**src/common/tile_pkg.sv**
```systemverilog
package tile_pkg;

  // Bus widths
  localparam int ADDR_WIDTH = 32;
  localparam int DATA_WIDTH = 32;

  // Address map, top four address bits select the region
  localparam int         REGION_MSB  = 31;
  localparam int         REGION_LSB  = 28;
  localparam logic [3:0] REGION_SRAM = 4'h0;
  localparam logic [3:0] REGION_EXT  = 4'he;
  localparam logic [3:0] REGION_BOOT = 4'hf;

  // Local SRAM
  localparam int SRAM_WORDS = 1024;
  localparam int SRAM_AW    = 10;

  // Boot ROM contents
  localparam int BOOT_WORDS = 8;
  localparam logic [DATA_WIDTH-1:0] BOOT_TABLE [0:BOOT_WORDS-1] = '{
    32'h0000_0297,
    32'h0202_8293,
    32'h0002_a303,
    32'h0042_a383,
    32'h0063_a023,
    32'h0000_0013,
    32'h0003_0067,
    32'hdead_beef
  };

  typedef enum logic [1:0] {
    HTRANS_IDLE   = 2'b00,
    HTRANS_NONSEQ = 2'b10
  } htrans_e;

  typedef enum logic [2:0] {
    HSIZE_BYTE = 3'b000,
    HSIZE_HALF = 3'b001,
    HSIZE_WORD = 3'b010
  } hsize_e;

  typedef enum logic [1:0] {
    SLV_SRAM,
    SLV_BOOT,
    SLV_EXT,
    SLV_NONE
  } slave_e;

  typedef enum logic {
    MST_CORE,
    MST_NET
  } master_e;

endpackage

```
**src/common/ahb_if.sv**
```systemverilog
`timescale 1ns/1ps

interface ahb_if import tile_pkg::*; ();

  // Request, master to slave
  logic                  hsel;
  logic [ADDR_WIDTH-1:0] haddr;
  logic [DATA_WIDTH-1:0] hwdata;
  logic                  hwrite;
  hsize_e                hsize;
  htrans_e               htrans;

  // Response, slave to master
  logic [DATA_WIDTH-1:0] hrdata;
  logic                  hready;
  logic                  hresp;

  modport master (
    output hsel, haddr, hwdata, hwrite, hsize, htrans,
    input  hrdata, hready, hresp
  );

  modport slave (
    input  hsel, haddr, hwdata, hwrite, hsize, htrans,
    output hrdata, hready, hresp
  );

endinterface

```
**src/hw/bus/tile_bus_decoder.sv**
```systemverilog
`timescale 1ns/1ps

module tile_bus_decoder import tile_pkg::*; (
  input  logic  clk_i,
  input  logic  reset_i,
  ahb_if.slave  bus,
  ahb_if.master sram,
  ahb_if.master boot,
  ahb_if.master ext
);

  logic [3:0] region;
  slave_e     addr_slave;
  slave_e     dp_slave;
  logic       dp_active;
  logic       accept;

  assign region = bus.haddr[REGION_MSB:REGION_LSB];

  always_comb begin
    case (region)
      REGION_SRAM: addr_slave = SLV_SRAM;
      REGION_EXT:  addr_slave = SLV_EXT;
      REGION_BOOT: addr_slave = SLV_BOOT;
      default:     addr_slave = SLV_NONE;
    endcase
  end

  assign accept = bus.hsel && (bus.htrans == HTRANS_NONSEQ) && bus.hready;

  // Slave selects only fire on an accepted address phase
  assign sram.hsel   = accept && (addr_slave == SLV_SRAM);
  assign sram.haddr  = bus.haddr;
  assign sram.hwdata = bus.hwdata;
  assign sram.hwrite = bus.hwrite;
  assign sram.hsize  = bus.hsize;
  assign sram.htrans = sram.hsel ? bus.htrans : HTRANS_IDLE;

  assign boot.hsel   = accept && (addr_slave == SLV_BOOT);
  assign boot.haddr  = bus.haddr;
  assign boot.hwdata = bus.hwdata;
  assign boot.hwrite = bus.hwrite;
  assign boot.hsize  = bus.hsize;
  assign boot.htrans = boot.hsel ? bus.htrans : HTRANS_IDLE;

  assign ext.hsel    = accept && (addr_slave == SLV_EXT);
  assign ext.haddr   = bus.haddr;
  assign ext.hwdata  = bus.hwdata;
  assign ext.hwrite  = bus.hwrite;
  assign ext.hsize   = bus.hsize;
  assign ext.htrans  = ext.hsel ? bus.htrans : HTRANS_IDLE;

  // Data-phase slave
  always_ff @(posedge clk_i) begin
    if (reset_i) begin
      dp_active <= 1'b0;
      dp_slave  <= SLV_NONE;
    end else if (bus.hready) begin
      dp_active <= accept;
      dp_slave  <= addr_slave;
    end
  end

  always_comb begin
    bus.hrdata = '0;
    bus.hready = 1'b1;
    bus.hresp  = 1'b0;
    if (dp_active) begin
      case (dp_slave)
        SLV_SRAM: begin
          bus.hrdata = sram.hrdata;
          bus.hready = sram.hready;
          bus.hresp  = sram.hresp;
        end
        SLV_BOOT: begin
          bus.hrdata = boot.hrdata;
          bus.hready = boot.hready;
          bus.hresp  = boot.hresp;
        end
        SLV_EXT: begin
          bus.hrdata = ext.hrdata;
          bus.hready = ext.hready;
          bus.hresp  = ext.hresp;
        end
        default: begin
          // Unmapped, single cycle error
          bus.hresp = 1'b1;
        end
      endcase
    end
  end

endmodule

```
**src/flat_wrapper.sv**
```systemverilog
// flat-port wrapper written by rule: the top's interface ports become plain ports
module tile_bus_decoder_flat import tile_pkg::*;
  (clk_i, reset_i, bus_hsel, bus_haddr, bus_hwdata, bus_hwrite, bus_hsize, bus_htrans, bus_hrdata, bus_hready, bus_hresp, sram_hsel, sram_haddr, sram_hwdata, sram_hwrite, sram_hsize, sram_htrans, sram_hrdata, sram_hready, sram_hresp, boot_hsel, boot_haddr, boot_hwdata, boot_hwrite, boot_hsize, boot_htrans, boot_hrdata, boot_hready, boot_hresp, ext_hsel, ext_haddr, ext_hwdata, ext_hwrite, ext_hsize, ext_htrans, ext_hrdata, ext_hready, ext_hresp);
  ahb_if bus_i ();
  ahb_if sram_i ();
  ahb_if boot_i ();
  ahb_if ext_i ();
  input  logic clk_i;
  input  logic reset_i;
  input wire logic [$bits(bus_i.hsel)-1:0] bus_hsel;
  input wire logic [$bits(bus_i.haddr)-1:0] bus_haddr;
  input wire logic [$bits(bus_i.hwdata)-1:0] bus_hwdata;
  input wire logic [$bits(bus_i.hwrite)-1:0] bus_hwrite;
  input wire logic [$bits(bus_i.hsize)-1:0] bus_hsize;
  input wire logic [$bits(bus_i.htrans)-1:0] bus_htrans;
  output wire logic [$bits(bus_i.hrdata)-1:0] bus_hrdata;
  output wire logic [$bits(bus_i.hready)-1:0] bus_hready;
  output wire logic [$bits(bus_i.hresp)-1:0] bus_hresp;
  output wire logic [$bits(sram_i.hsel)-1:0] sram_hsel;
  output wire logic [$bits(sram_i.haddr)-1:0] sram_haddr;
  output wire logic [$bits(sram_i.hwdata)-1:0] sram_hwdata;
  output wire logic [$bits(sram_i.hwrite)-1:0] sram_hwrite;
  output wire logic [$bits(sram_i.hsize)-1:0] sram_hsize;
  output wire logic [$bits(sram_i.htrans)-1:0] sram_htrans;
  input wire logic [$bits(sram_i.hrdata)-1:0] sram_hrdata;
  input wire logic [$bits(sram_i.hready)-1:0] sram_hready;
  input wire logic [$bits(sram_i.hresp)-1:0] sram_hresp;
  output wire logic [$bits(boot_i.hsel)-1:0] boot_hsel;
  output wire logic [$bits(boot_i.haddr)-1:0] boot_haddr;
  output wire logic [$bits(boot_i.hwdata)-1:0] boot_hwdata;
  output wire logic [$bits(boot_i.hwrite)-1:0] boot_hwrite;
  output wire logic [$bits(boot_i.hsize)-1:0] boot_hsize;
  output wire logic [$bits(boot_i.htrans)-1:0] boot_htrans;
  input wire logic [$bits(boot_i.hrdata)-1:0] boot_hrdata;
  input wire logic [$bits(boot_i.hready)-1:0] boot_hready;
  input wire logic [$bits(boot_i.hresp)-1:0] boot_hresp;
  output wire logic [$bits(ext_i.hsel)-1:0] ext_hsel;
  output wire logic [$bits(ext_i.haddr)-1:0] ext_haddr;
  output wire logic [$bits(ext_i.hwdata)-1:0] ext_hwdata;
  output wire logic [$bits(ext_i.hwrite)-1:0] ext_hwrite;
  output wire logic [$bits(ext_i.hsize)-1:0] ext_hsize;
  output wire logic [$bits(ext_i.htrans)-1:0] ext_htrans;
  input wire logic [$bits(ext_i.hrdata)-1:0] ext_hrdata;
  input wire logic [$bits(ext_i.hready)-1:0] ext_hready;
  input wire logic [$bits(ext_i.hresp)-1:0] ext_hresp;
  assign bus_i.hsel = bus_hsel;
  assign bus_i.haddr = bus_haddr;
  assign bus_i.hwdata = bus_hwdata;
  assign bus_i.hwrite = bus_hwrite;
  assign bus_i.hsize = bus_hsize;
  assign bus_i.htrans = bus_htrans;
  assign bus_hrdata = bus_i.hrdata;
  assign bus_hready = bus_i.hready;
  assign bus_hresp = bus_i.hresp;
  assign sram_hsel = sram_i.hsel;
  assign sram_haddr = sram_i.haddr;
  assign sram_hwdata = sram_i.hwdata;
  assign sram_hwrite = sram_i.hwrite;
  assign sram_hsize = sram_i.hsize;
  assign sram_htrans = sram_i.htrans;
  assign sram_i.hrdata = sram_hrdata;
  assign sram_i.hready = sram_hready;
  assign sram_i.hresp = sram_hresp;
  assign boot_hsel = boot_i.hsel;
  assign boot_haddr = boot_i.haddr;
  assign boot_hwdata = boot_i.hwdata;
  assign boot_hwrite = boot_i.hwrite;
  assign boot_hsize = boot_i.hsize;
  assign boot_htrans = boot_i.htrans;
  assign boot_i.hrdata = boot_hrdata;
  assign boot_i.hready = boot_hready;
  assign boot_i.hresp = boot_hresp;
  assign ext_hsel = ext_i.hsel;
  assign ext_haddr = ext_i.haddr;
  assign ext_hwdata = ext_i.hwdata;
  assign ext_hwrite = ext_i.hwrite;
  assign ext_hsize = ext_i.hsize;
  assign ext_htrans = ext_i.htrans;
  assign ext_i.hrdata = ext_hrdata;
  assign ext_i.hready = ext_hready;
  assign ext_i.hresp = ext_hresp;
  tile_bus_decoder u_core (.clk_i(clk_i), .reset_i(reset_i), .bus(bus_i), .sram(sram_i), .boot(boot_i), .ext(ext_i));
endmodule
```
**config.mk**
```make
export PLATFORM = sky130hd
export DESIGN_NAME = tile_bus_decoder_flat
export DESIGN_NICKNAME = d
export VERILOG_FILES = /design/src/common/tile_pkg.sv /design/src/common/ahb_if.sv /design/src/hw/bus/tile_bus_decoder.sv /design/src/flat_wrapper.sv
export SDC_FILE = /design/constraint.sdc
export NUM_CORES = 1
export LEC_CHECK = 0
export BUFFER_PORTS_ARGS = -buffer_cell sky130_fd_sc_hd__buf_4
export CAP_MARGIN = 40
export CORE_AREA = 2 2 162 164
export DETAILED_ROUTE_END_ITERATION = 16
export DIE_AREA = 0 0 164 166
export GPL_ROUTABILITY_DRIVEN = 1
export PLACE_DENSITY = 0.39
export SLEW_MARGIN = 20
export SYNTH_ARGS = -nofsm -noshare
export SYNTH_HDL_FRONTEND = slang
export SYNTH_SLANG_ARGS = --single-unit
```
**constraint.sdc**
```tcl
create_clock -name clk_i -period 3.2 [get_ports clk_i]
set_input_delay 0.64 -clock clk_i [delete_from_list [all_inputs] [get_ports clk_i]]
set_output_delay 0.64 -clock clk_i [all_outputs]
set_load 0.05 [all_outputs]
```
==> reports/results.tsv <==
stage	metric	value	unit
die	core	25600	um2
cells_and_area	drive_gt1_frac	0.627	
grt	antenna_found_initial	0	
status	run_status	complete, no violations	
logic_synthesis	synth_cells	380	
logic_synthesis	yosysWarningCount	0	
clock_tree	numCtsBuffers	3	
power	finalPower	0.477	mW
grt	track_usage	0.0590	
logic_synthesis	synthTopCellsByArea	buf_4 57%, mux2i_1 13%, a21boi_0 8.7%	
detailed_routing	drt_iter0_drc	39	
logic_synthesis	synth_top_area_share	0.572	
setup_path	start_kind	register	
grt	grt_pass1_vias	2059	
clock_tree	clk_pin_slew_worst_paths	0.03	ns
detailed_routing	vias	2017	
sta	clock_skew	0.000907	ns
setup_path	cp_max_fo	11	
detailed_routing	dr.pass1.iters	4	
setup_path	crit_type	register to output port	
logic_synthesis	postSynthAreaPerCell	7.25	um2
detailed_routing	wirelength	8.81	mm
hold_path	hold_depth	2	
logic_synthesis	synth.distinct_cells	26	
setup_path	cp.arrival	1.95	ns
setup_path	reg2reg_slack	1.46	ns
clock_tree	cts_tree	done	
power	cellLeakagePower	1.38	nW
die	die_w	164	um
logic_synthesis	synth_simple_gate_area_frac	0.147	
logic_synthesis	synth-edff-count	0	
logic_synthesis	synth_fa_ha_area_frac	0	
logic_synthesis	synth-compound-area-share	0.105	
cells_and_area	fin_nets	511	
sta	report.final.slew_viol_count	0	
logic_synthesis	netlist_area	2760	um2
logic_synthesis	ys_ff_latch	3	
die	dieArea	27200	um2
grt	grt_max_degree	27	
die	row_count	59	
setup_path	critical_path.endpoint_type	output port	
setup_path	ff2ff_path_depth	5	
die	start_util	0.108	
die	die_h	166	um
grt	grt_pass1_wl	12.2	mm
clock_tree	clock-root-buffer	clkbuf_16	
logic_synthesis	synthFlopType	dfxtp_1	
clock_tree	cts-resized-gates	0	
setup_path	crit_start	u_core.dp_slave[0]	
clock_tree	clock_path_buffers	2	
logic_synthesis	synth_top_family_by_area	buffers and inverters	
sta	setup_viol	0	
clock_tree	hold_buffers	0	
placement	place.gp.congestion	0.699	
clock_tree	post_cts_buffers	0	
cells_and_area	area_delta_synth_final	6.72	%
hold_path	hold_path_end	u_core.dp_active	
placement	place_area	2850	um2
sta	hold_viol_final	0	
sta	finalCritPeriodShare	0.809	
cells_and_area	final_area	2940	um2
sta	timing.setup.tns	0	ns
detailed_routing	ant_nets	0	
placement	io_buffers	162	
logic_synthesis	async_flop_share	0	
sta	rsz0062_at_grt	no	
hold_path	hp-start	reset_i	
placement	dp_hpwl	7.28	mm
die	num_io_pins	422	
detailed_routing	drc	0	
logic_synthesis	yosysTopAreaCell	buf_4	
clock_tree	h-tree-depth	1	
setup_path	cp.required	2.56	ns
hold_path	hold_class	input port to register	
job	cap_violations	0	
power	power_per_cell_area	162	nW/um2
cells_and_area	n_antenna_cell	0	
logic_synthesis	synthMuxAreaShare	0.127	
clock_tree	clock_latency	0.22	ns
grt	grt.overflow.total	0	
logic_synthesis	yosysSeqAreaShare	0.0218	
sta	max_freq	386	MHz
sta	min_period	2.59	ns
setup_path	r2r-end	u_core.dp_slave[0]	
setup_path	reg2reg_from	u_core.dp_slave[0]	
detailed_routing	wl_per_cell	13.2	um
power	ir_worst_vdd	0.194	mV
detailed_routing	viasPerCell	3.01	
logic_synthesis	synth_xor_area_frac	0	
clock_tree	cts_sinks	3	
==> stage by stage <==
step / std cells / setup slack [ns] / hold slack [ns] / utilization
final: 670 / 0.613 / 0.598 / 0.115
after global routing: 670 / 0.395 / 0.597 / 0.115
after CTS: 669 / 0.418 / 0.597 / 0.114
after detailed placement: 665 / 0.656 / 0.740 / 0.111
after global placement: 665 / 0.634 / 0.758 / 0.111
after floorplan: 382 / -0.132 / 0.671 / -
==> worst max-delay path, stage by stage, from the launching register on <==
cell and delay, ns:
dfxtp_2 0.38, nor2b_4 0.21, buf_4 0.18, a32o_2 0.32
nor4_1 0.36, buf_4 0.27
==> layout make-up <==
class                   instances  area [um2]
well taps                     335         419
clock buffers                   4        78.8
flip-flops and latches          3        62.6
fillers                      3017       22700
multi-input cells             154        1060
inverters                       3        11.3
repair buffers                171        1300
==> placed cells by master (no fill, tap or decap), drive strengths merged, types with 2 or more instances in the layout <==
cell	netlist	final
buf	215	171
mux2i	35	35
or2	32	32
nand2	32	32
a21boi	32	32
nor4	4	4
clkbuf	7	4
inv	3	3
conb	1	3
dfxtp	3	3
nand3	2	2
nor4b	2	2
o21ai	2	2
nor2b	2	2
==> flip-flops by register name (all words and copies together) (netlist names) <==
register	flops
u_core.dp_active	1
u_core.dp_slave	2
==> per-layer routing <==
layer / GRT usage / up-vias / wire [um]
met5: 0 / - / 0
met4: 0.0496 / 0 / 744
met3: 0.0285 / 74 / 1370
met2: 0.0955 / 179 / 3890
met1: 0.0559 / 845 / 2800
li1: - / 919 / -
==> report_power, final <==
part	switching, mW	total [mW]	leakage [nW]	internal [mW]
logic	0.107	0.239	1.32	0.132
clock network	0.0322	0.196	0.0382	0.164
registers	0.00287	0.0419	0.0236	0.0391
total	0.142	0.477	1.38	0.335
==> Yosys cell counts (all sizes together), types with 2 or more instances <==
| cell type | instances |
|---|---|
| nand3 | 2 |
| o21ai | 2 |
| a21boi | 32 |
| mux2i | 35 |
| nand2 | 32 |
| nor2b | 2 |
| dfxtp | 3 |
| nor4 | 4 |
| clkbuf | 7 |
| buf | 215 |
| or2 | 32 |
| inv | 3 |
| nor4b | 2 |
==> worst max path at each step <==
stage	to	cells after the start
floorplan	boot_hsel	3
global placement	bus_hrdata[14]	3
detailed placement	bus_hrdata[14]	3
CTS	bus_hrdata[14]	3
global route	bus_hrdata[24]	6
finish	sram_hsel	5
==> kinds of logic (layout without fill, tap and decap cells) <==
kind of cell | Yosys count | after routing
AND/OR/NAND/NOR | 77 | 77
buffers and inverters | 225 | 178
AO/OA/AOI/OAI | 39 | 39
other | 1 | 3
multiplexers | 35 | 35
flip-flops | 3 | 3
Note: power is estimated with default switching activity, not from simulation.
