==> src/common/tile_pkg.sv <==
package tile_pkg;

  // Bus widths
  localparam int ADDR_WIDTH = 32;
  localparam int DATA_WIDTH = 32;

  // Address map, top four address bits select the region
  localparam int         REGION_MSB  = 31;
  localparam int         REGION_LSB  = 28;
  localparam logic [3:0] REGION_SRAM = 4'h0;
  localparam logic [3:0] REGION_EXT  = 4'he;
  localparam logic [3:0] REGION_BOOT = 4'hf;

  // Local SRAM
  localparam int SRAM_WORDS = 1024;
  localparam int SRAM_AW    = 10;

  // Boot ROM contents
  localparam int BOOT_WORDS = 8;
  localparam logic [DATA_WIDTH-1:0] BOOT_TABLE [0:BOOT_WORDS-1] = '{
    32'h0000_0297,
    32'h0202_8293,
    32'h0002_a303,
    32'h0042_a383,
    32'h0063_a023,
    32'h0000_0013,
    32'h0003_0067,
    32'hdead_beef
  };

  typedef enum logic [1:0] {
    HTRANS_IDLE   = 2'b00,
    HTRANS_NONSEQ = 2'b10
  } htrans_e;

  typedef enum logic [2:0] {
    HSIZE_BYTE = 3'b000,
    HSIZE_HALF = 3'b001,
    HSIZE_WORD = 3'b010
  } hsize_e;

  typedef enum logic [1:0] {
    SLV_SRAM,
    SLV_BOOT,
    SLV_EXT,
    SLV_NONE
  } slave_e;

  typedef enum logic {
    MST_CORE,
    MST_NET
  } master_e;

endpackage

==> src/common/ahb_if.sv <==
`timescale 1ns/1ps

interface ahb_if import tile_pkg::*; ();

  // Request, master to slave
  logic                  hsel;
  logic [ADDR_WIDTH-1:0] haddr;
  logic [DATA_WIDTH-1:0] hwdata;
  logic                  hwrite;
  hsize_e                hsize;
  htrans_e               htrans;

  // Response, slave to master
  logic [DATA_WIDTH-1:0] hrdata;
  logic                  hready;
  logic                  hresp;

  modport master (
    output hsel, haddr, hwdata, hwrite, hsize, htrans,
    input  hrdata, hready, hresp
  );

  modport slave (
    input  hsel, haddr, hwdata, hwrite, hsize, htrans,
    output hrdata, hready, hresp
  );

endinterface

==> src/hw/bus/tile_bus_arbiter.sv <==
`timescale 1ns/1ps

module tile_bus_arbiter import tile_pkg::*; (
  input  logic                  clk_i,
  input  logic                  reset_i,

  input  logic                  m0_hsel_i,
  input  logic [ADDR_WIDTH-1:0] m0_haddr_i,
  input  logic [DATA_WIDTH-1:0] m0_hwdata_i,
  input  logic                  m0_hwrite_i,
  input  logic [2:0]            m0_hsize_i,
  input  logic [1:0]            m0_htrans_i,
  output logic [DATA_WIDTH-1:0] m0_hrdata_o,
  output logic                  m0_hready_o,
  output logic                  m0_hresp_o,

  input  logic                  m1_hsel_i,
  input  logic [ADDR_WIDTH-1:0] m1_haddr_i,
  input  logic [DATA_WIDTH-1:0] m1_hwdata_i,
  input  logic                  m1_hwrite_i,
  input  logic [2:0]            m1_hsize_i,
  input  logic [1:0]            m1_htrans_i,
  output logic [DATA_WIDTH-1:0] m1_hrdata_o,
  output logic                  m1_hready_o,
  output logic                  m1_hresp_o,

  ahb_if.master                 bus
);

  logic [1:0]            req;
  logic [1:0]            own;
  logic [1:0]            lose;
  logic [1:0]            hready;
  logic [1:0]            pend;
  logic [1:0]            hold_resp;
  logic [DATA_WIDTH-1:0] hold_rdata [0:1];
  master_e               grant;
  master_e               owner;
  logic                  dp_valid;

  assign req[MST_CORE] = m0_hsel_i && (m0_htrans_i == HTRANS_NONSEQ);
  assign req[MST_NET]  = m1_hsel_i && (m1_htrans_i == HTRANS_NONSEQ);

  // Round robin, owner is also the last granted master
  always_comb begin
    if (req[MST_CORE] && req[MST_NET]) begin
      grant = (owner == MST_CORE) ? MST_NET : MST_CORE;
    end else if (req[MST_NET]) begin
      grant = MST_NET;
    end else begin
      grant = MST_CORE;
    end
  end

  always_comb begin
    for (int i = 0; i < 2; i++) begin
      own[i]    = dp_valid && (owner == master_e'(i));
      lose[i]   = req[i] && (grant != master_e'(i));
      hready[i] = bus.hready && !lose[i];
    end
  end

  // Address phase from the granted master, write data from the data-phase owner
  assign bus.hsel   = (grant == MST_NET) ? m1_hsel_i   : m0_hsel_i;
  assign bus.haddr  = (grant == MST_NET) ? m1_haddr_i  : m0_haddr_i;
  assign bus.hwrite = (grant == MST_NET) ? m1_hwrite_i : m0_hwrite_i;
  assign bus.hsize  = hsize_e'((grant == MST_NET) ? m1_hsize_i : m0_hsize_i);
  assign bus.htrans = htrans_e'((grant == MST_NET) ? m1_htrans_i : m0_htrans_i);
  assign bus.hwdata = (owner == MST_NET) ? m1_hwdata_i : m0_hwdata_i;

  always_ff @(posedge clk_i) begin
    if (reset_i) begin
      dp_valid <= 1'b0;
      owner    <= MST_NET;
    end else if (bus.hready) begin
      dp_valid <= |req;
      if (|req) begin
        owner <= grant;
      end
    end
  end

  // A data phase can end on the bus while its master loses the next
  // arbitration, so its response is parked until that master is granted
  always_ff @(posedge clk_i) begin
    if (reset_i) begin
      pend <= '0;
    end else begin
      for (int i = 0; i < 2; i++) begin
        if (own[i] && bus.hready && lose[i]) begin
          pend[i] <= 1'b1;
        end else if (hready[i]) begin
          pend[i] <= 1'b0;
        end
      end
    end
  end

  always_ff @(posedge clk_i) begin
    for (int i = 0; i < 2; i++) begin
      if (own[i] && bus.hready && lose[i]) begin
        hold_rdata[i] <= bus.hrdata;
        hold_resp[i]  <= bus.hresp;
      end
    end
  end

  assign m0_hready_o = hready[MST_CORE];
  assign m0_hrdata_o = pend[MST_CORE] ? hold_rdata[MST_CORE] : bus.hrdata;
  assign m0_hresp_o  = pend[MST_CORE] ? hold_resp[MST_CORE]
                                      : (own[MST_CORE] && bus.hresp);

  assign m1_hready_o = hready[MST_NET];
  assign m1_hrdata_o = pend[MST_NET] ? hold_rdata[MST_NET] : bus.hrdata;
  assign m1_hresp_o  = pend[MST_NET] ? hold_resp[MST_NET]
                                     : (own[MST_NET] && bus.hresp);

endmodule

==> src/flat_wrapper.sv <==
// flat-port wrapper written by rule: the top's interface ports become plain ports
module tile_bus_arbiter_flat import tile_pkg::*;
  (clk_i, reset_i, m0_hsel_i, m0_haddr_i, m0_hwdata_i, m0_hwrite_i, m0_hsize_i, m0_htrans_i, m0_hrdata_o, m0_hready_o, m0_hresp_o, m1_hsel_i, m1_haddr_i, m1_hwdata_i, m1_hwrite_i, m1_hsize_i, m1_htrans_i, m1_hrdata_o, m1_hready_o, m1_hresp_o, bus_hsel, bus_haddr, bus_hwdata, bus_hwrite, bus_hsize, bus_htrans, bus_hrdata, bus_hready, bus_hresp);
  ahb_if bus_i ();
  input  logic clk_i;
  input  logic reset_i;
  input  logic m0_hsel_i;
  input  logic [ADDR_WIDTH-1:0] m0_haddr_i;
  input  logic [DATA_WIDTH-1:0] m0_hwdata_i;
  input  logic m0_hwrite_i;
  input  logic [2:0] m0_hsize_i;
  input  logic [1:0] m0_htrans_i;
  output logic [DATA_WIDTH-1:0] m0_hrdata_o;
  output logic m0_hready_o;
  output logic m0_hresp_o;
  input  logic m1_hsel_i;
  input  logic [ADDR_WIDTH-1:0] m1_haddr_i;
  input  logic [DATA_WIDTH-1:0] m1_hwdata_i;
  input  logic m1_hwrite_i;
  input  logic [2:0] m1_hsize_i;
  input  logic [1:0] m1_htrans_i;
  output logic [DATA_WIDTH-1:0] m1_hrdata_o;
  output logic m1_hready_o;
  output logic m1_hresp_o;
  output wire logic [$bits(bus_i.hsel)-1:0] bus_hsel;
  output wire logic [$bits(bus_i.haddr)-1:0] bus_haddr;
  output wire logic [$bits(bus_i.hwdata)-1:0] bus_hwdata;
  output wire logic [$bits(bus_i.hwrite)-1:0] bus_hwrite;
  output wire logic [$bits(bus_i.hsize)-1:0] bus_hsize;
  output wire logic [$bits(bus_i.htrans)-1:0] bus_htrans;
  input wire logic [$bits(bus_i.hrdata)-1:0] bus_hrdata;
  input wire logic [$bits(bus_i.hready)-1:0] bus_hready;
  input wire logic [$bits(bus_i.hresp)-1:0] bus_hresp;
  assign bus_hsel = bus_i.hsel;
  assign bus_haddr = bus_i.haddr;
  assign bus_hwdata = bus_i.hwdata;
  assign bus_hwrite = bus_i.hwrite;
  assign bus_hsize = bus_i.hsize;
  assign bus_htrans = bus_i.htrans;
  assign bus_i.hrdata = bus_hrdata;
  assign bus_i.hready = bus_hready;
  assign bus_i.hresp = bus_hresp;
  tile_bus_arbiter u_core (.clk_i(clk_i), .reset_i(reset_i), .m0_hsel_i(m0_hsel_i), .m0_haddr_i(m0_haddr_i), .m0_hwdata_i(m0_hwdata_i), .m0_hwrite_i(m0_hwrite_i), .m0_hsize_i(m0_hsize_i), .m0_htrans_i(m0_htrans_i), .m0_hrdata_o(m0_hrdata_o), .m0_hready_o(m0_hready_o), .m0_hresp_o(m0_hresp_o), .m1_hsel_i(m1_hsel_i), .m1_haddr_i(m1_haddr_i), .m1_hwdata_i(m1_hwdata_i), .m1_hwrite_i(m1_hwrite_i), .m1_hsize_i(m1_hsize_i), .m1_htrans_i(m1_htrans_i), .m1_hrdata_o(m1_hrdata_o), .m1_hready_o(m1_hready_o), .m1_hresp_o(m1_hresp_o), .bus(bus_i));
endmodule
==> config.mk <==
export PLATFORM = sky130hd
export DESIGN_NAME = tile_bus_arbiter_flat
export DESIGN_NICKNAME = d
export VERILOG_FILES = /design/src/common/tile_pkg.sv /design/src/common/ahb_if.sv /design/src/hw/bus/tile_bus_arbiter.sv /design/src/flat_wrapper.sv
export SDC_FILE = /design/constraint.sdc
export NUM_CORES = 1
export LEC_CHECK = 0
export BUFFER_PORTS_ARGS = -buffer_cell sky130_fd_sc_hd__buf_4
export CAP_MARGIN = 20
export CORE_AREA = 3 3 122 124
export CTS_BUF_LIST = sky130_fd_sc_hd__clkbuf_8
export CTS_CLUSTER_DIAMETER = 200
export DETAILED_ROUTE_END_ITERATION = 12
export DIE_AREA = 0 0 125 127
export PLACE_DENSITY = 0.72
export SLEW_MARGIN = 15
export SYNTH_ARGS = -nofsm -noshare
export SYNTH_HDL_FRONTEND = slang
export SYNTH_SLANG_ARGS = --single-unit
==> constraint.sdc <==
create_clock -name clk_i -period 7.97 [get_ports clk_i]
set_clock_uncertainty 0.15 [all_clocks]
set_input_delay 0.3985 -clock clk_i [delete_from_list [all_inputs] [get_ports clk_i]]
set_output_delay 0.3985 -clock clk_i [all_outputs]
set_load 0.05 [all_outputs]
==> run_results.csv, run 1 <==
group,metric,value,unit
timing,setup_viol,0,
global_routing,antenna_found_initial,0,
clocking,clkSinkCount,70,
routing,drt-met1-wl,5.90,mm
clocking,clkTransAtPathRegs,0.08,ns
setup_path,start_kind,"flop",
routing,via_per_inst,4.52,
routing,highest_layer,"met4",
global_routing,first_global_vias,3455,
routing,wl_per_cell,19.8,µm
layout,multiInputGateArea,1800,µm²
timing,setup_tns,0,ns
synthesis,synth_seq_cells,70,
global_routing,grt_max_degree,40,
layout,final_nets,740,
worst_hold_path,min_path_type,"in -> reg",
routing,met2_length,7.50,mm
synthesis,syn_area_per_cell,16.0,µm²
clocking,cts_resized,0,
layout,mostFrequentLayoutCells,"buf_4 (319), mux2_2 (102), edfxtp_1 (66), mux2_4 (30), clkbuf_8 (9)",
synthesis,synthCells,249,
timing,rsz0062_at_grt,"no",
synthesis,synth_adder_area_share,0,
synthesis,yosys.area_share.simple,0.0308,
placed_design,hpwl,11.8,mm
synthesis,ys_seq_area_frac,0.518,
clocking,cts_buffer_depth,2,
job,maxCapViolCount,0,
placed_design,place_congestion,0.956,
setup_path,crit_arrival,2.62,ns
floorplanning,die_h,127,µm
setup_path,cp-end-kind,"output pin",
synthesis,synth_top_family_by_area,"multiplexers",
routing,wl_met3,1.27,mm
global_routing,grtUsageTotal,0.173,
routing,via_count,3378,
layout,antenna_cells,0,
synthesis,synth_compound_area_frac,0.0157,
power_and_ir_drop,leakagePower,3.01,nW
power_and_ir_drop,ir_drop,0.000144,V
global_routing,grt_first_pass_wirelength,21.1,mm
layout,finish.utilization,0.483,
routing,first_iter_violations,125,
floorplanning,initial_core_util,0.287,
floorplanning,fp-row-count,43,
clocking,cts_root_buf,"clkbuf_8",
power_and_ir_drop,p_per_area,164,nW/µm²
timing,max_slew.worst_pin.slew,1.07,ns
timing,max_freq,0.316,GHz
synthesis,syn-cell-area,3980,µm²
timing,final-max-slew-violation-count,0,
layout,fill_cells,1287,
setup_path,required,7.42,ns
synthesis,synth.mux.area_fraction,0.402,
synthesis,synth_warnings,0,
synthesis,synth_xor_area_frac,0,
floorplanning,ios,317,
floorplanning,core,13900,µm²
routing,ant_nets,0,
timing,period_needed,3.17,ns
layout,area_growth,68.2,%
layout,mostFrequentLayoutCell,"buf_4",
setup_path,critPathMaxFanout,39,
global_routing,grt-ovfl-total,0,
synthesis,ys_types,27,
synthesis,syn_nets,427,
floorplanning,die-width,125,µm
placed_design,portBuffers,316,
routing,drcViolationCount,0,
setup_path,timing_worst_setup_path_type,"reg -> out",
timing,hold_violations,0,
timing,timing.final.crit_share,0.397,
clocking,cts_made_buffers,9,
placed_design,place_inst,731,
timing,whs,0.0946,ns
routing,drt-total-wl,14.8,mm
clocking,postCtsSetupRepairBufs,0,
layout,drive_above_1_share,0.834,
routing,first_pass_iters,4,
clocking,holdBufCountCts,0,
timing,max-slew-margin-rel,0.286,
clocking,cts_tree,"built",
clocking,cts_htree_levels,3,
layout,seq_area,2060,µm²
status,status,"completed",
clocking,clock_latency,0.34,ns
layout,instances_no_fill,747,
floorplanning,die-area,15900,µm²
[sequential cells by signal (all words and copies together) (netlist names)]
register           cells
u_core.hold_resp       2
u_core.hold_rdata     64
u_core.pend            2
u_core.owner           1
u_core.dp_valid        1
[where the power goes]
group | total, W | switching (W) | internal [W]
clock network | 0.000307 | 0.000133 | 0.000174
registers | 0.000406 | 0.00000362 | 0.000402
logic | 0.000389 | 0.000230 | 0.000159
total | 0.00110 | 0.000366 | 0.000736
[worst max-delay path, stage by stage, from the launching register on]
cell     delay (ns)
dfxtp_1        0.31
buf_4          0.40
a21o_2         0.91
mux2_2         0.42
buf_4          0.19
[worst paths after layout]
path,from,endpoint,slack [ns],depth (start not counted)
worst max-delay path,u_core.owner,bus_hwrite,4.80,4
worst min-delay path,reset_i,u_core.pend[1],0.09,2
worst max register to register,u_core.owner,u_core.hold_rdata[0][52],5.84,4
worst min register to register,u_core.dp_valid,u_core.dp_valid,0.42,2
[synthesized netlist by cell type (all sizes together)]
library cell | instances | area (µm²)
mux2 | 132 | 1600
edfxtp | 66 | 1980
buf | 14 | 121
nand2 | 6 | 22.5
dfxtp | 4 | 80.1
clkbuf | 3 | 11.3
nor3 | 3 | 15.0
a21oi | 2 | 10.0
nand2b | 2 | 12.5
nand3b | 2 | 27.5
o21ai | 2 | 10.0
o31a | 2 | 17.5
a211o | 1 | 8.76
a21o | 1 | 7.51
a311oi | 1 | 8.76
and2 | 1 | 7.51
and3b | 1 | 8.76
inv | 1 | 3.75
nand3 | 1 | 5.00
nor2 | 1 | 3.75
nor2b | 1 | 6.26
nor3b | 1 | 7.51
nor4 | 1 | 6.26
[area by class of cell]
| class | count | share of cell area |
|---|---|---|
| tap | 180 | 0.0336 |
| inverter | 1 | 0.000560 |
| sequential | 70 | 0.308 |
| clock buffer | 9 | 0.0185 |
| clock inverter | 7 | 0.0134 |
| timing repair buffer | 319 | 0.357 |
| multi-input combinational | 161 | 0.268 |
[metal layers]
metal,track usage,vias to the layer above
met1,0.211,1611
li1,-,1594
met2,0.292,164
met5,0,-
met4,0.0395,0
met3,0.0656,9
[through the flow]
stage | cell area [µm²] | worst slack [ns] | power [W]
2_1_floorplan | 3980 | 3.42 | 0.000653
3_3_place_gp | 6480 | 5.23 | 0.000802
3_5_place_dp | 6480 | 5.18 | 0.000805
4_1_cts | 6700 | 4.78 | 0.00112
5_1_grt | 6700 | 4.65 | 0.00115
6_report | 6700 | 4.80 | 0.00110
[logic make-up (layout without fill, tap and decap cells)]
logic type,Yosys count,in the layout
flip-flops,70,70
AO/OA/AOI/OAI,9,9
multiplexers,132,132
buffers and inverters,18,336
AND/OR/NAND/NOR,20,20
(Power assumes the default switching activity.)
==> run 2: changes to the inputs <==
- CORE_AREA: 3 3 122 124 -> 3 3 121 123
- DIE_AREA: 0 0 125 127 -> 0 0 124 126
- PLACE_DENSITY: 0.72 -> 0.75
- clock period: 7.97 -> 2.7 ns (I/O delays scaled with it)
==> run 2 against run 1 <==
  * Cell count up 5.1%
  * First-iteration DRC count fell by 15%
  * Total power rose to 2.9 times the previous value
  * Critical path depth fell by 2
==> run_results.csv, run 2 (synthesis results as in run 1) <==
group,metric,value,unit
timing,max_freq,0.459,GHz
timing,timing.final.crit_share,0.807,
layout,drive_above_1_share,0.783,
floorplanning,ios,317,
layout,largest_reg_flops,64,
layout,seq_area,2060,µm²
floorplanning,core,13800,µm²
setup_path,cp-end-kind,"output pin",
setup_path,critPathMaxFanout,35,
timing,setup_tns,0,ns
placed_design,place_congestion,0.823,
layout,mostFrequentLayoutCells,"buf_4 (320), mux2_2 (102), edfxtp_1 (66), dlygate4sd3_1 (36), mux2_4 (30)",
timing,hold_violations,0,
clocking,cts_htree_levels,3,
timing,rsz0062_at_grt,"no",
layout,area_growth,77.7,%
timing,final-max-slew-violation-count,0,
routing,drt-total-wl,14.5,mm
routing,wl_per_cell,18.5,µm
floorplanning,initial_core_util,0.289,
setup_path,required,2.41,ns
global_routing,grtUsageTotal,0.175,
routing,first_iter_violations,106,
timing,setup_viol,0,
clocking,cts_root_buf,"clkbuf_8",
global_routing,use_met3,0.0584,
setup_path,reg2reg_from,"u_core.owner",
worst_hold_path,hp-start,"m1_hsel_i",
global_routing,met2_usage,0.304,
routing,ant_nets,0,
layout,fill_cells,1193,
global_routing,grtUsageMet1,0.209,
power_and_ir_drop,ir_drop,0.000260,V
global_routing,first_global_vias,3788,
placed_design,hpwl,11.3,mm
routing,first_pass_iters,4,
job,maxCapViolCount,0,
global_routing,grt-ovfl-total,0,
timing,whs,0.0716,ns
worst_hold_path,min_path_type,"in -> reg",
setup_path,crit_arrival,1.89,ns
floorplanning,die-width,124,µm
global_routing,grt_max_degree,37,
global_routing,antenna_found_initial,0,
status,status,"completed",
timing,max_slew.worst_pin.slew,0.875,ns
layout,multiInputGateArea,1810,µm²
clocking,clkTransAtPathRegs,0.08,ns
clocking,clkSinkCount,70,
layout,mostFrequentLayoutCell,"buf_4",
layout,final_nets,778,
power_and_ir_drop,leakagePower,3.18,nW
clocking,cts_tree,"built",
placed_design,portBuffers,316,
floorplanning,die-area,15600,µm²
routing,via_per_inst,4.50,
clocking,cts_buffer_depth,2,
clocking,clock_latency,0.34,ns
layout,finish.utilization,0.514,
setup_path,timing_worst_setup_path_type,"reg -> out",
floorplanning,die_h,126,µm
layout,reg_top3,"u_core.hold_rdata (64), u_core.hold_resp (2), u_core.pend (2)",
routing,via_count,3534,
floorplanning,fp-row-count,43,
setup_path,start_kind,"flop",
layout,registers.top_by_ff_count,"u_core.hold_rdata",
global_routing,busiest_layer,"met2",
timing,max-slew-margin-rel,0.417,
timing,period_needed,2.18,ns
placed_design,place_inst,733,
layout,instances_no_fill,785,
global_routing,grt_first_pass_wirelength,21.0,mm
setup_path,critPathLaunch,"u_core.pend[0]",
power_and_ir_drop,p_per_area,454,nW/µm²
routing,drcViolationCount,0,
layout,antenna_cells,0,
clocking,cts_made_buffers,9,
-- run 2: cell types whose count changed in the layout (fill, tap and decap cells not counted), sizes merged --
cell,previous run,this run
buf,319,321
dlygate4sd3,0,36
clkinv,3,4
bufinv,2,1
-- run 2: worst paths after layout --
path                                   endpoint  slack, ns  depth (start not counted)
worst max-delay path            m0_hrdata_o[25]       0.52                          2
worst min-delay path            u_core.dp_valid       0.07                          3
worst max register to register   u_core.pend[0]       0.75                          4
worst min register to register  u_core.dp_valid       0.44                          2
-- run 2: worst max-delay path, stage by stage, from the launching register on --
cell	delay (ns)
dfxtp_2	0.89
mux2_2	0.43
buf_4	0.19
-- run 2: per-stage QoR --
stage / power [W] / worst slack (ns) / cell area (µm²)
finish: 0.00321 / 0.521 / 7080
detailed placement: 0.00238 / 0.819 / 6530
floorplan: 0.00193 / 0.148 / 4000
global placement: 0.00237 / 0.846 / 6530
global route: 0.00334 / 0.414 / 7080
CTS: 0.00325 / 0.485 / 7080
-- run 2: power breakdown --
part           internal [W]  total [W]  leakage [nW]  switching, W
clock network      0.000420   0.000813        0.0945      0.000392
registers           0.00119    0.00120         0.627    0.00000783
logic              0.000505    0.00120          2.46      0.000698
-- run 2: what timing repair did --
item	4_1_cts	5_1_grt
hold buffers	36	0
buffers inserted	0	0
endpoints found under the hold margin	70	0
gates resized for setup	0	0
-- run 2: layout make-up --
cell class / instances / share of cell area
repair buffers: 357 / 0.393
flip-flops and latches: 70 / 0.292
multi-input cells: 161 / 0.256
well taps: 180 / 0.0318
clock buffers: 9 / 0.0175
clock inverters: 7 / 0.00902
inverters: 1 / 0.000531
-- run 2: per-layer routing --
layer | up-vias | wire length, µm
li1 | 1674 | -
met1 | 1679 | 5530
met5 | - | 0
met4 | 0 | 189
met3 | 19 | 1260
met2 | 162 | 7540
==> run 3: changes to the inputs <==
- clock period: 2.7 -> 2 ns (I/O delays scaled with it)
==> run 3 against run 2 <==
  * Combinational power rose by 37%
  * Worst setup slack got worse by 0.42 ns
  * Critical path depth rose by 2
  * Register-to-register slack got worse by 0.34 ns
  * Highest routed layer unchanged
==> run_results.csv, run 3 (synthesis results as in run 1) <==
group,metric,value,unit
timing,final-max-slew-violation-count,0,
floorplanning,die-width,124,µm
clocking,clkSinkCount,70,
routing,first_iter_violations,183,
setup_path,cp-end-kind,"output pin",
layout,mostFrequentLayoutCell,"buf_4",
routing,via_count,3564,
setup_path,timing_worst_setup_path_type,"reg -> out",
setup_path,cpPeakStageDelay,0.37,ns
status,status,"completed",
layout,registers.top_by_ff_count,"u_core.hold_rdata",
global_routing,grtUsageTotal,0.178,
power_and_ir_drop,ir_drop,0.000305,V
placed_design,dpl_cell_area,6600,µm²
timing,max_freq,0.527,GHz
clocking,clock_latency,0.33,ns
routing,via_per_inst,4.51,
timing,timing.final.crit_share,0.949,
floorplanning,fp-row-count,43,
routing,ant_nets,0,
clocking,clkTransAtPathRegs,0.08,ns
global_routing,grt-ovfl-total,0,
floorplanning,die-area,15600,µm²
timing,max-slew-margin-rel,0.752,
placed_design,place_congestion,0.827,
timing,rsz0062_at_grt,"no",
layout,final_nets,784,
routing,drcViolationCount,0,
power_and_ir_drop,p_per_area,625,nW/µm²
power_and_ir_drop,p_total,0.00452,W
floorplanning,initial_core_util,0.289,
worst_hold_path,min_path_type,"in -> reg",
setup_path,crit_top_cell,"buf_4",
power_and_ir_drop,leakagePower,3.24,nW
routing,wl_per_cell,18.6,µm
job,maxCapViolCount,0,
placed_design,hpwl,11.4,mm
layout,drive_above_1_share,0.792,
layout,mostFrequentLayoutCells,"buf_4 (320), mux2_2 (102), edfxtp_1 (66), dlygate4sd3_1 (36), mux2_4 (30)",
floorplanning,core,13800,µm²
timing,max_slew.worst_pin.slew,0.371,ns
layout,reg_top3,"u_core.hold_rdata (64), u_core.hold_resp (2), u_core.pend (2)",
timing,hold_violations,0,
placed_design,portBuffers,316,
setup_path,crit_chain,"a21o_4 -> buf_4 -> mux2_4 -> buf_4",
routing,drt-total-wl,14.7,mm
layout,largest_reg_flops,64,
clocking,cts_htree_levels,3,
timing,setup_viol,0,
timing,period_needed,1.90,ns
setup_path,critPathMaxFanout,5,
routing,first_pass_iters,4,
clocking,cts_root_buf,"clkbuf_8",
layout,area_growth,81.7,%
setup_path,start_kind,"flop",
floorplanning,die_h,126,µm
setup_path,required,1.75,ns
layout,layout.cell_area.non_filler,7240,µm²
setup_path,crit_arrival,1.65,ns
setup_path,crit_slowest_cell,"dfxtp_4",
layout,antenna_cells,0,
clocking,cts_buffer_depth,2,
clocking,cts_tree,"built",
global_routing,first_global_vias,3834,
global_routing,antenna_found_initial,0,
floorplanning,ios,317,
clocking,cts_made_buffers,9,
global_routing,grt_first_pass_wirelength,21.1,mm
global_routing,grt_max_degree,36,
run 3: cell types whose count changed in the layout (fill, tap and decap cells not counted), sizes merged:
cell    before  now
buf        321  327
bufinv       1    2
clkinv       4    1
inv          2    4
run 3: layout make-up:
cell class	instances	area, µm²
Clock buffer	9	124
Clock inverter	7	103
Fill cell	1208	6540
Inverter	1	3.75
Multi-Input combinational cell	161	1820
Sequential cell	70	2070
Tap cell	180	225
Timing Repair Buffer	363	2890
run 3: critical path, delay by kind of cell, from the launching register on:
| kind | cells | cell delay (ns) |
|---|---|---|
| DFF | 1 | 0.37 |
| buffers and inverters | 2 | 0.36 |
| muxes | 1 | 0.31 |
| AOI/OAI and AO/OA | 1 | 0.26 |
run 3: final timing paths:
path / startpoint / endpoint / slack [ns] / depth (start not counted)
setup / recovery: u_core.owner / bus_haddr[26] / 0.10 / 4
hold / removal: m0_htrans_i[0] / u_core.owner / 0.11 / 4
setup reg to reg: u_core.dp_valid / u_core.hold_rdata[0][21] / 0.41 / 4
hold reg to reg: u_core.dp_valid / u_core.pend[1] / 0.43 / 2
run 3: timing repair:
action | in CTS | in global routing
hold endpoints to repair | 70 | 0
cloned | 1 | 0
gates resized for setup | 2 | 4
setup buffers | 0 | 1
setup endpoints to repair | 61 | 46
hold buffers | 36 | 0
pin swaps | 0 | 1
run 3: per-layer routing:
metal / vias up / track usage / wire length, µm
li1: 1683 / - / -
met1: 1688 / 0.201 / 5570
met2: 175 / 0.311 / 7530
met3: 18 / 0.0678 / 1390
met4: 0 / 0.0445 / 216
met5: - / 0 / 0
run 3: per-stage QoR:
stage	instances	setup WS [ns]	TNS (ns)	util	hold WS [ns]
2_1_floorplan	249	-0.166	-7.68	-	0.0147
3_3_place_gp	737	0.332	0	0.479	0.149
3_5_place_dp	737	0.296	0	0.479	0.155
4_1_cts	790	-0.0195	-0.250	0.525	0.0901
5_1_grt	791	0.0396	0	0.525	0.119
6_report	791	0.103	0	0.525	0.108
run 3: where the power goes:
part | internal (W) | leakage, nW | switching, W
Sequential | 0.00160 | 0.626 | 0.00000478
Combinational | 0.000694 | 2.51 | 0.000946
Clock | 0.000717 | 0.111 | 0.000561
